$ cat src/hdl/gs_macros.svh
`ifndef GS_MACROS_SVH
`define GS_MACROS_SVH

// I/O page and the slot carve-out
`define GS_IO_PAGE        8'hc0
`define GS_EXT_IO_LO      8'h90     // C090..C0FF can go to slot cards

// language card window and the bank 2 remap distance
`define GS_LC_LO          16'hd000
`define GS_LC_HI          16'hdfff
`define GS_LC_REMAP_OFS   16'h1000

// soft switch status reads put the flag in bit 7
`define GS_STATUS_ON      8'h80

// system register offsets within the C0 page
`define GS_REG_TEXTCOLOR  12'h022
`define GS_REG_ROMBANK    12'h028
`define GS_REG_NEWVIDEO   12'h029
`define GS_REG_C02B       12'h02b
`define GS_REG_SLTROMSEL  12'h02d
`define GS_REG_BORDER     12'h034
`define GS_REG_SHADOW     12'h035
`define GS_REG_CYA        12'h036
`define GS_REG_STATE      12'h068

// reset values
`define GS_RST_SHADOW     8'h08
`define GS_RST_NEWVIDEO   8'h41
`define GS_RST_CYA        8'h80     // fast speed
`define GS_RST_C02B       8'h08

`endif

$ cat src/hdl/gs_pkg.sv
package gs_pkg;

	// what an access in the internal I/O window does
	typedef enum logic [1:0] {
		BUS_IDLE  = 2'd0,
		BUS_READ  = 2'd1,
		BUS_WRITE = 2'd2
	} bus_op_e;

	// language card modes, indexed by {addr[3], addr[1], addr[0]}
	// so C084-C087 and C08C-C08F echo the four modes below them
	typedef enum logic [2:0] {
		LC_RAM_B2_RO = 3'd0, // C080
		LC_ROM_B2_WE = 3'd1, // C081
		LC_ROM_B2_RO = 3'd2, // C082
		LC_RAM_B2_WE = 3'd3, // C083
		LC_RAM_B1_RO = 3'd4, // C088
		LC_ROM_B1_WE = 3'd5, // C089
		LC_ROM_B1_RO = 3'd6, // C08A
		LC_RAM_B1_WE = 3'd7  // C08B
	} lc_mode_e;

	// banks that see the I/O page and the language card
	function automatic logic is_io_bank(input logic [7:0] bank);
		logic hit;
		hit = (bank == 8'h00) || (bank == 8'h01) || (bank == 8'he0) || (bank == 8'he1);
		return hit;
	endfunction

endpackage

$ cat src/hdl/gs_aux_select.sv
`timescale 1ns/1ps

module gs_aux_select (
	input  logic [7:0]  bank,
	input  logic [15:0] addr,
	input  logic        bus_write,
	input  logic        store80,
	input  logic        ramrd,
	input  logic        ramwrt,
	input  logic        altzp,
	input  logic        page2,
	input  logic        hires_mode,
	output logic        aux
);

	logic main_bank;
	logic rw_aux;

	assign main_bank = (bank == 8'h00) || (bank == 8'he0);
	assign rw_aux    = bus_write ? ramwrt : ramrd;

	always_comb begin
		if (!main_bank)
			aux = 1'b0;
		else if (addr[15:9] == 7'd0 || addr[15:14] == 2'b11) // zero page, stack, C0-FF
			aux = altzp;
		else if (addr[15:10] == 6'b000001) // text page 1
			aux = store80 ? page2 : rw_aux;
		else if (addr[15:13] == 3'b001) // hires page 1
			aux = (store80 && hires_mode) ? page2 : rw_aux;
		else
			aux = rw_aux;
	end

endmodule

$ cat src/hdl/gs_glue.sv
`timescale 1ns/1ps

module gs_glue (
	input  logic        clk_sys,
	input  logic        cpu_vda,
	input  logic        bus_valid,
	input  logic        bus_write,
	input  logic [7:0]  cpu_bank,
	input  logic [15:0] cpu_addr,
	input  logic [7:0]  cpu_wdata,
	input  logic [7:0]  din,
	input  logic        vblank,
	output logic [7:0]  bank,
	output logic [15:0] addr,
	output logic [7:0]  cpu_din,
	output logic        io,
	output logic        aux,
	output logic [7:0]  shadow,
	output logic [7:0]  newvideo,
	output logic [7:0]  textcolor,
	output logic [3:0]  bordercolor,
	output logic [7:0]  sltromsel,
	output logic        cxrom,
	output logic        rdrom,
	output logic        lcram2,
	output logic        lc_we,
	output logic        page2,
	output logic        textg,
	output logic        mixg,
	output logic        hires_mode
);

	gs_pkg::bus_op_e io_op;
	logic       rombank;
	logic       store80;
	logic       ramrd;
	logic       ramwrt;
	logic       altzp;
	logic       state_load;
	logic [7:0] state_wdata;
	logic [7:0] sw_rdata;
	logic       sw_hit;
	logic [7:0] reg_rdata;
	logic       reg_hit;

	gs_lang_card gs_lang_card_i (
		.clk_sys     (clk_sys),
		.cpu_vda     (cpu_vda),
		.cpu_bank    (cpu_bank),
		.cpu_addr    (cpu_addr),
		.io_op       (io_op),
		.bank        (bank),
		.addr        (addr),
		.rdrom       (rdrom),
		.lcram2      (lcram2),
		.lc_we       (lc_we),
		.rombank     (rombank),
		.state_load  (state_load),
		.state_wdata (state_wdata)
	);

	gs_io_decode gs_io_decode_i (
		.bank      (bank),
		.addr      (addr),
		.bus_valid (bus_valid),
		.bus_write (bus_write),
		.shadow_io (shadow[6]),
		.sltromsel (sltromsel),
		.io        (io),
		.io_op     (io_op)
	);

	gs_softswitch gs_softswitch_i (
		.clk_sys     (clk_sys),
		.cpu_vda     (cpu_vda),
		.addr        (addr),
		.io_op       (io_op),
		.cpu_wdata   (cpu_wdata),
		.vblank      (vblank),
		.lcram2      (lcram2),
		.rdrom       (rdrom),
		.state_load  (state_load),
		.state_wdata (state_wdata),
		.store80     (store80),
		.ramrd       (ramrd),
		.ramwrt      (ramwrt),
		.intcxrom    (cxrom),
		.altzp       (altzp),
		.page2       (page2),
		.textg       (textg),
		.mixg        (mixg),
		.hires_mode  (hires_mode),
		.rdata       (sw_rdata),
		.hit         (sw_hit)
	);

	gs_megaii_regs gs_megaii_regs_i (
		.clk_sys     (clk_sys),
		.cpu_vda     (cpu_vda),
		.addr        (addr),
		.io_op       (io_op),
		.cpu_wdata   (cpu_wdata),
		.altzp       (altzp),
		.page2       (page2),
		.ramrd       (ramrd),
		.ramwrt      (ramwrt),
		.rdrom       (rdrom),
		.lcram2      (lcram2),
		.rombank     (rombank),
		.intcxrom    (cxrom),
		.shadow      (shadow),
		.newvideo    (newvideo),
		.textcolor   (textcolor),
		.sltromsel   (sltromsel),
		.bordercolor (bordercolor),
		.state_load  (state_load),
		.state_wdata (state_wdata),
		.rdata       (reg_rdata),
		.hit         (reg_hit)
	);

	gs_aux_select gs_aux_select_i (
		.bank       (bank),
		.addr       (addr),
		.bus_write  (bus_write),
		.store80    (store80),
		.ramrd      (ramrd),
		.ramwrt     (ramwrt),
		.altzp      (altzp),
		.page2      (page2),
		.hires_mode (hires_mode),
		.aux        (aux)
	);

	gs_read_mux gs_read_mux_i (
		.clk_sys   (clk_sys),
		.cpu_vda   (cpu_vda),
		.io_op     (io_op),
		.sw_rdata  (sw_rdata),
		.sw_hit    (sw_hit),
		.reg_rdata (reg_rdata),
		.reg_hit   (reg_hit),
		.din       (din),
		.cpu_din   (cpu_din)
	);

endmodule

$ cat src/hdl/gs_io_decode.sv
`timescale 1ns/1ps
`include "gs_macros.svh"

module gs_io_decode (
	input  logic [7:0]      bank,
	input  logic [15:0]     addr,
	input  logic            bus_valid,
	input  logic            bus_write,
	input  logic            shadow_io,
	input  logic [7:0]      sltromsel,
	output logic            io,
	output gs_pkg::bus_op_e io_op
);

	logic in_bank;
	logic in_window;
	logic slot_io;
	logic ext_io;

	assign in_bank = gs_pkg::is_io_bank(bank);

	// shadow bit 6 widens the window to C000-DFFF
	assign in_window = shadow_io ? (addr[15:13] == 3'b110) : (addr[15:8] == `GS_IO_PAGE);

	// slot I/O area, handed out per slot by the slot ROM select register
	assign slot_io = (addr[15:8] == `GS_IO_PAGE) && (addr[7:0] >= `GS_EXT_IO_LO);
	assign ext_io  = slot_io && sltromsel[addr[6:4]];

	assign io = in_bank && in_window && !ext_io;

	always_comb begin
		if (!(bus_valid && io))
			io_op = gs_pkg::BUS_IDLE;
		else if (bus_write)
			io_op = gs_pkg::BUS_WRITE;
		else
			io_op = gs_pkg::BUS_READ;
	end

endmodule

$ cat src/hdl/gs_lang_card.sv
`timescale 1ns/1ps
`include "gs_macros.svh"

module gs_lang_card (
	input  logic            clk_sys,
	input  logic            cpu_vda,
	input  logic [7:0]      cpu_bank,
	input  logic [15:0]     cpu_addr,
	input  gs_pkg::bus_op_e io_op,
	output logic [7:0]      bank,
	output logic [15:0]     addr,
	output logic            rdrom,
	output logic            lcram2,
	output logic            lc_we,
	output logic            rombank,
	input  logic            state_load,
	input  logic [7:0]      state_wdata
);

	gs_pkg::lc_mode_e lc_mode;
	logic lc_hit;
	logic rombank_hit;
	logic mode_rdrom;
	logic mode_bank2;
	logic mode_we;
	logic in_lc;

	// bank 2 RAM lives 4K lower, under the C000 page
	assign in_lc = gs_pkg::is_io_bank(cpu_bank) &&
		(cpu_addr >= `GS_LC_LO) && (cpu_addr <= `GS_LC_HI);

	assign bank = cpu_bank;
	assign addr = (in_lc && lcram2 && !rdrom) ? cpu_addr - `GS_LC_REMAP_OFS : cpu_addr;

	// reads and writes both switch the card
	assign lc_hit      = (io_op != gs_pkg::BUS_IDLE) && (addr[11:4] == 8'h08);
	assign rombank_hit = (io_op != gs_pkg::BUS_IDLE) && (addr[11:0] == `GS_REG_ROMBANK);
	assign lc_mode     = gs_pkg::lc_mode_e'({addr[3], addr[1], addr[0]});

	always_comb begin
		mode_bank2 = !lc_mode[2];
		mode_we    = lc_mode[0];
		case (lc_mode)
			gs_pkg::LC_RAM_B2_RO, gs_pkg::LC_RAM_B2_WE,
			gs_pkg::LC_RAM_B1_RO, gs_pkg::LC_RAM_B1_WE: mode_rdrom = 1'b0;
			default: mode_rdrom = 1'b1;
		endcase
	end

	always_ff @(posedge clk_sys or posedge cpu_vda) begin
		if (cpu_vda) begin
			rdrom   <= 1'b1;
			lcram2  <= 1'b1;
			lc_we   <= 1'b0;
			rombank <= 1'b0;
		end else if (state_load) begin
			rdrom   <= !state_wdata[3]; // C068 holds the inverse
			lcram2  <= state_wdata[2];
			rombank <= state_wdata[1];
		end else begin
			if (lc_hit) begin
				rdrom  <= mode_rdrom;
				lcram2 <= mode_bank2;
				lc_we  <= mode_we;
			end
			if (rombank_hit)
				rombank <= !rombank;
		end
	end

	lc_we_rom_ro_a: assert property (@(posedge clk_sys) disable iff (cpu_vda)
		lc_hit && (lc_mode == gs_pkg::LC_ROM_B2_RO || lc_mode == gs_pkg::LC_ROM_B1_RO)
		|=> !lc_we);

endmodule

$ cat src/hdl/gs_megaii_regs.sv
`timescale 1ns/1ps
`include "gs_macros.svh"

module gs_megaii_regs (
	input  logic            clk_sys,
	input  logic            cpu_vda,
	input  logic [15:0]     addr,
	input  gs_pkg::bus_op_e io_op,
	input  logic [7:0]      cpu_wdata,
	input  logic            altzp,
	input  logic            page2,
	input  logic            ramrd,
	input  logic            ramwrt,
	input  logic            rdrom,
	input  logic            lcram2,
	input  logic            rombank,
	input  logic            intcxrom,
	output logic [7:0]      shadow,
	output logic [7:0]      newvideo,
	output logic [7:0]      textcolor,
	output logic [7:0]      sltromsel,
	output logic [3:0]      bordercolor,
	output logic            state_load,
	output logic [7:0]      state_wdata,
	output logic [7:0]      rdata,
	output logic            hit
);

	logic [7:0] cya;
	logic [7:0] c02b;
	logic wr;

	assign wr = (io_op == gs_pkg::BUS_WRITE);

	// C068 is not stored here, the switches own its bits
	assign state_load  = wr && (addr[11:0] == `GS_REG_STATE);
	assign state_wdata = cpu_wdata;

	always_ff @(posedge clk_sys or posedge cpu_vda) begin
		if (cpu_vda) begin
			shadow      <= `GS_RST_SHADOW;
			newvideo    <= `GS_RST_NEWVIDEO;
			cya         <= `GS_RST_CYA;
			c02b        <= `GS_RST_C02B;
			textcolor   <= 8'h00;
			sltromsel   <= 8'h00;
			bordercolor <= 4'h0;
		end else if (wr) begin
			case (addr[11:0])
				`GS_REG_TEXTCOLOR: textcolor   <= cpu_wdata;
				`GS_REG_NEWVIDEO:  newvideo    <= cpu_wdata;
				`GS_REG_C02B:      c02b        <= cpu_wdata;
				`GS_REG_SLTROMSEL: sltromsel   <= cpu_wdata;
				`GS_REG_BORDER:    bordercolor <= cpu_wdata[3:0]; // top nibble is the RTC
				`GS_REG_SHADOW:    shadow      <= cpu_wdata;
				`GS_REG_CYA:       cya         <= cpu_wdata;
				default: ;
			endcase
		end
	end

	always_comb begin
		hit   = (io_op == gs_pkg::BUS_READ);
		rdata = 8'h00;
		case (addr[11:0])
			`GS_REG_TEXTCOLOR: rdata = textcolor;
			`GS_REG_NEWVIDEO:  rdata = newvideo;
			`GS_REG_C02B:      rdata = c02b;
			`GS_REG_SLTROMSEL: rdata = sltromsel;
			`GS_REG_BORDER:    rdata = {4'h0, bordercolor};
			`GS_REG_SHADOW:    rdata = shadow;
			`GS_REG_CYA:       rdata = cya;
			12'h02a, 12'h02c, 12'h037: rdata = 8'h00; // unused, read as zero
			`GS_REG_STATE:
				rdata = {altzp, page2, ramrd, ramwrt, !rdrom, lcram2, rombank, intcxrom};
			default: hit = 1'b0;
		endcase
	end

endmodule

$ cat src/hdl/gs_read_mux.sv
`timescale 1ns/1ps

module gs_read_mux (
	input  logic            clk_sys,
	input  logic            cpu_vda,
	input  gs_pkg::bus_op_e io_op,
	input  logic [7:0]      sw_rdata,
	input  logic            sw_hit,
	input  logic [7:0]      reg_rdata,
	input  logic            reg_hit,
	input  logic [7:0]      din,
	output logic [7:0]      cpu_din
);

	logic [7:0] io_rdata;
	logic       hold;

	always_ff @(posedge clk_sys or posedge cpu_vda) begin
		if (cpu_vda)
			hold <= 1'b0;
		else
			hold <= (io_op == gs_pkg::BUS_READ);
	end

	// unclaimed I/O offsets read as zero
	always_ff @(posedge clk_sys) begin
		if (io_op == gs_pkg::BUS_READ)
			io_rdata <= sw_hit ? sw_rdata : (reg_hit ? reg_rdata : 8'h00);
	end

	assign cpu_din = hold ? io_rdata : din;

	one_owner_a: assert property (@(posedge clk_sys) disable iff (cpu_vda)
		!(sw_hit && reg_hit));

endmodule

$ cat src/hdl/gs_softswitch.sv
`timescale 1ns/1ps
`include "gs_macros.svh"

module gs_softswitch (
	input  logic            clk_sys,
	input  logic            cpu_vda,
	input  logic [15:0]     addr,
	input  gs_pkg::bus_op_e io_op,
	input  logic [7:0]      cpu_wdata,
	input  logic            vblank,
	input  logic            lcram2,
	input  logic            rdrom,
	input  logic            state_load,
	input  logic [7:0]      state_wdata,
	output logic            store80,
	output logic            ramrd,
	output logic            ramwrt,
	output logic            intcxrom,
	output logic            altzp,
	output logic            page2,
	output logic            textg,
	output logic            mixg,
	output logic            hires_mode,
	output logic [7:0]      rdata,
	output logic            hit
);

	logic slotc3rom;
	logic eightycol;
	logic altcharset;
	logic rd;
	logic wr;
	logic mem_sw;
	logic vid_sw;
	logic status;

	assign rd = (io_op == gs_pkg::BUS_READ);
	assign wr = (io_op == gs_pkg::BUS_WRITE);

	// C000-C00F on writes; RAMRD/RAMWRT (C002-C005) also on reads
	assign mem_sw = (addr[11:4] == 8'h00) &&
		(wr || (rd && (addr[3:1] == 3'd1 || addr[3:1] == 3'd2)));
	assign vid_sw = (io_op != gs_pkg::BUS_IDLE) && (addr[11:3] == 9'h00a); // C050-C057

	always_ff @(posedge clk_sys or posedge cpu_vda) begin
		if (cpu_vda) begin
			store80    <= 1'b0;
			ramrd      <= 1'b0;
			ramwrt     <= 1'b0;
			intcxrom   <= 1'b1;
			altzp      <= 1'b0;
			slotc3rom  <= 1'b0;
			eightycol  <= 1'b0;
			altcharset <= 1'b0;
			page2      <= 1'b0;
			textg      <= 1'b0;
			mixg       <= 1'b0;
			hires_mode <= 1'b0;
		end else if (state_load) begin
			altzp    <= state_wdata[7];
			page2    <= state_wdata[6];
			ramrd    <= state_wdata[5];
			ramwrt   <= state_wdata[4];
			intcxrom <= state_wdata[0];
		end else begin
			// even offset clears, odd sets; data byte is ignored
			if (mem_sw) begin
				case (addr[3:1])
					3'd0: store80    <= addr[0];
					3'd1: ramrd      <= addr[0];
					3'd2: ramwrt     <= addr[0];
					3'd3: intcxrom   <= addr[0];
					3'd4: altzp      <= addr[0];
					3'd5: slotc3rom  <= addr[0];
					3'd6: eightycol  <= addr[0];
					default: altcharset <= addr[0];
				endcase
			end
			if (vid_sw) begin
				case (addr[2:1])
					2'd0: textg      <= addr[0];
					2'd1: mixg       <= addr[0];
					2'd2: page2      <= addr[0];
					default: hires_mode <= addr[0];
				endcase
			end
		end
	end

	// status reads, C010 is the keyboard strobe and not ours
	always_comb begin
		case (addr[3:0])
			4'h1: status = lcram2;
			4'h2: status = rdrom;
			4'h3: status = ramrd;
			4'h4: status = ramwrt;
			4'h5: status = intcxrom;
			4'h6: status = altzp;
			4'h7: status = slotc3rom;
			4'h8: status = store80;
			4'h9: status = !vblank; // high outside blanking
			4'ha: status = textg;
			4'hb: status = mixg;
			4'hc: status = page2;
			4'hd: status = !hires_mode;
			4'he: status = altcharset;
			4'hf: status = eightycol;
			default: status = 1'b0;
		endcase
	end

	assign hit   = rd && (addr[11:4] == 8'h01) && (addr[3:0] != 4'h0);
	assign rdata = status ? `GS_STATUS_ON : 8'h00;

endmodule

$ cat config.mk
export PLATFORM = sky130hd
export DESIGN_NAME = gs_glue
export DESIGN_NICKNAME = d
export VERILOG_FILES = /design/src/hdl/gs_pkg.sv /design/src/hdl/gs_aux_select.sv /design/src/hdl/gs_glue.sv /design/src/hdl/gs_io_decode.sv /design/src/hdl/gs_lang_card.sv /design/src/hdl/gs_megaii_regs.sv /design/src/hdl/gs_read_mux.sv /design/src/hdl/gs_softswitch.sv
export VERILOG_INCLUDE_DIRS = /design/src /design/src/hdl
export SDC_FILE = /design/constraint.sdc
export NUM_CORES = 1
export LEC_CHECK = 0
export ABC_CLOCK_PERIOD_IN_PS = 3650
export BUFFER_PORTS_ARGS = -buffer_cell sky130_fd_sc_hd__buf_4
export CAP_MARGIN = 20
export CORE_AREA = 2 2 97 99
export CTS_CLUSTER_DIAMETER = 50
export DETAILED_ROUTE_END_ITERATION = 10
export DIE_AREA = 0 0 99 101
export PLACE_DENSITY = 0.88
export SLEW_MARGIN = 20
export SYNTH_ARGS = -nofsm -noshare
export SYNTH_HDL_FRONTEND = slang
export SYNTH_SLANG_ARGS = --single-unit
$ cat constraint.sdc
create_clock -name clk_sys -period 3.65 [get_ports clk_sys]
set_input_delay 0.365 -clock clk_sys [delete_from_list [all_inputs] [get_ports clk_sys]]
set_output_delay 0.365 -clock clk_sys [all_outputs]
set_load 0.01 [all_outputs]
==> summary.txt <==
Power
  – Pint: approximately 1.2 mW
  – Leak: 2.68 nW
  – Sw Ratio: between 20% and 30%
  – VDD IR max: 0.000276 V
  – Overall Power: ~1.7 mW
  – Psw: 468 uW
  – PD cells: between 200 and 300 nW/um2
  – Comb pwr share: between 10% and 20%
  – Clock power frac: between 30% and 40%
  – Power share of the sequential group: 50.6%

Critical path
  – Most common cell on crit path: or4_1
  – Critical path cell sequence: buf_4, inv_1, ha_1, nand4_1, or4_1, a22o_1, a311oi_2, nand4_2, or4_1, mux2_4
  – Crit path capture type: flip-flop
  – CP Buf/Inv Count: 2
  – Highest-delay cell along the critical path: or4_1
  – Critical path launch point type: input port
  – CP top delay family: simple AND/OR/NAND/NOR gates
  – Crit path required time: 3.91 ns
  – Crit path DAT: approximately 3.4 ns
  – CP peak stage delay: 0.79 ns
  – CP Max Fanout: 8
  – Type of the worst setup path: input port to flip-flop

Cells and area
  – Post-Layout Cell Count: approximately 660
  – Final-stage net count: 587
  – Share of cells above drive strength 1: around two fifths
  – Final Util: 63.8%
  – Final instance area: ~5700 um2
  – Diodes inserted: 0
  – Area grow syn2layout: 22.7%
  – Fillers: 722

Detailed routing
  – Detailed Route WL: about 13000 um
  – Avg WL per Cell: 20.5 um
  – DRT iter0 DRCs: 406
  – Routed Antenna Nets: 0
  – Drt drc: 0
  – Vias: just over 4000
  – DR pass1 iterations: 5
  – Via density: slightly above 6

Die
  – Initial core utilization: 52.0%
  – Placeable Area: approximately 9000 um2
  – Die Area: 10000 um2
  – Ports: 123
  – Die width: between 90 and 100 um
  – Core Rows: 35
  – Die height: around 100 um

GRT
  – Met1 Track Usage GR: a little under two fifths
  – GR Layer Usage met2: between 40 and 50%
  – Total Routing Usage GR: 27.2%
  – Number of global-route vias before repair: roughly 3800
  – GR Util met3: around 6%
  – First-pass GRT wire length: between 20000 and 25000 um
  – Gr busiest metal: met2
  – Largest net degree at the start of global routing: between 50 and 60
  – Final global-route overflow total: 0
  – Initial antenna violation count: 0

STA
  – Fin crit period: about 3.1 ns
  – Worst-margin pin slew: between 0.8 and 0.9 ns
  – Final Cycle Share: between 80% and 90%
  – Worst Skew: 0.0108 ns
  – Max Freq: between 0.3 and 0.4 GHz
  – Slew HR: 40.3%
  – Setup tns final: 0 ns
  – # setup viols final: 0
  – Fin. max-slew vios: 0
  – Final worst slack: approximately 0.5 ns
  – Final hold vios: 0
  – Worst hold slack: about 0.15 ns
  – RSZ-0062 raised after global routing: no

Flow run
  – Maxcap violations: 0

Synth
  – Post-synthesis cell area: 4670 um2
  – Synthesis-stage register bit count: 77
  – Count leader, synth: dfrtp_1
  – Largest cells by area after synthesis: dfrtp_1 33%, mux2_2 9.9%, mux2_1 5.8%
  – Seq/Total Area, Yosys: between 40 and 50%
  – Post-Synthesis Net Count: 492
  – YS warnings: 0
  – Synth top area share: 32.7%
  – Synth Flop Type: dfrtp_1
  – Synth Instances: ~450
  – Fraction of registers with async set/reset: about nine tenths
  – EDFF count, synth: 8
  – Synth top cells by count: 61 x dfrtp_1, 41 x mux2_2, 30 x nand2_1, 25 x buf_4, 25 x nor2_1
  – Unique masters post-synth: 56
  – Avg Inst Size Synth: between 10 and 15 um2
  – Cell taking the most area after synthesis: dfrtp_1

CTS
  – Postcts setup bufs: 0
  – CTS sink count: 77
  – CTS buffer count: 9
  – PostCTS Resize Cnt: 0
  – CTS tree: built
  – Clk buf depth: 2
  – Cts-stage hold buffer count: 0
  – Max H-tree Level: 3
  – Root Driver: clkbuf_8
  – Clk_lat worst skew: 0.37 ns
  – Clock-pin slew on the worst setup and hold paths: approximately 0.09 ns

Status
  – Status: finished clean

Placed design
  – Pre-CTS setup slack: roughly 0.15 ns
  – Post-Place Cells: 640
  – Dpl cell area: roughly 5500 um2
  – Routability Congestion: roughly 0.90
  – Post-DP HPWL: between 9000 and 10000 um
  – I/O Buffers: about 120

Min path
  – Tightest Hold Check Type: input port to async pin
-- power by group through the flow --
| stage | Combinational [mW] | Sequential, mW | Clock, mW |
|---|---|---|---|
| after global routing | 0.203 | 0.864 | 0.695 |
| after detailed placement | 0.186 | 0.880 | 0 |
| after global placement | 0.184 | 0.880 | 0 |
| final | 0.188 | 0.864 | 0.656 |
| after floorplan | 0.0971 | 0.880 | 0 |
| after CTS | 0.187 | 0.863 | 0.658 |
-- layout make-up --
type / instances / area [um2] / area share, %
multi-input cells: 309 / 2370 / 41.4
clock inverters: 6 / 50.0 / 0.873
repair buffers: 135 / 1010 / 17.7
clock buffers: 10 / 149 / 2.60
flip-flops and latches: 77 / 1980 / 34.5
inverters: 8 / 31.3 / 0.546
well taps: 111 / 139 / 2.42
-- worst paths after layout --
path | depth (start not counted) | slack, ns | start | end
hold reg to reg | 1 | 0.50 | gs_megaii_regs_i.cya[3] | gs_megaii_regs_i.cya[3]
max in group asynchronous | 3 | 2.68 | cpu_vda | gs_softswitch_i.intcxrom
hold / removal | 2 | 0.15 | cpu_vda | gs_megaii_regs_i.textcolor[0]
setup / recovery | 10 | 0.51 | cpu_addr[13] | gs_megaii_regs_i.c02b[1]
min in group clk_sys | 2 | 0.30 | cpu_wdata[4] | gs_megaii_regs_i.textcolor[4]
setup reg to reg | 7 | 0.57 | gs_lang_card_i.lcram2 | gs_megaii_regs_i.c02b[1]
-- routing by layer --
layer	vias to the layer above	share of wire, %
met5	-	0
met4	0	3.4
met3	40	8.5
met2	227	47
met1	1955	42
li1	1842	-
-- placed cells by master, fill, tap and decap left out, drive strengths merged, types with 11 or more instances in the layout --
| master | synthesis | routed |
|---|---|---|
| a21oi | 18 | 18 |
| buf | 32 | 135 |
| dfrtp | 61 | 61 |
| mux2 | 73 | 73 |
| mux2i | 16 | 16 |
| nand2 | 31 | 31 |
| nand3 | 12 | 12 |
| nand4 | 11 | 11 |
| nor2 | 25 | 25 |
| o21ai | 23 | 23 |
-- logic make-up after synthesis --
logic type / share of synthesized area, %
AOI/OAI and AO/OA: 12.1
xor gates and xnor gates: 0.375
adders and majority gates: 0.536
buffers and inverters: 6.91
DFF: 42.3
muxes: 22.6
and+or+nand+nor: 15.2
-- registers in the layout, indices dropped and copies added (netlist names), 4 cells and up --
signal	count
gs_megaii_regs_i.cya	8
gs_megaii_regs_i.newvideo	8
gs_megaii_regs_i.sltromsel	8
gs_read_mux_i.io_rdata	8
gs_megaii_regs_i.textcolor	8
gs_megaii_regs_i.shadow	8
gs_megaii_regs_i.c02b	8
gs_megaii_regs_i.bordercolor	4
Note: power is estimated with default switching activity, not from simulation.
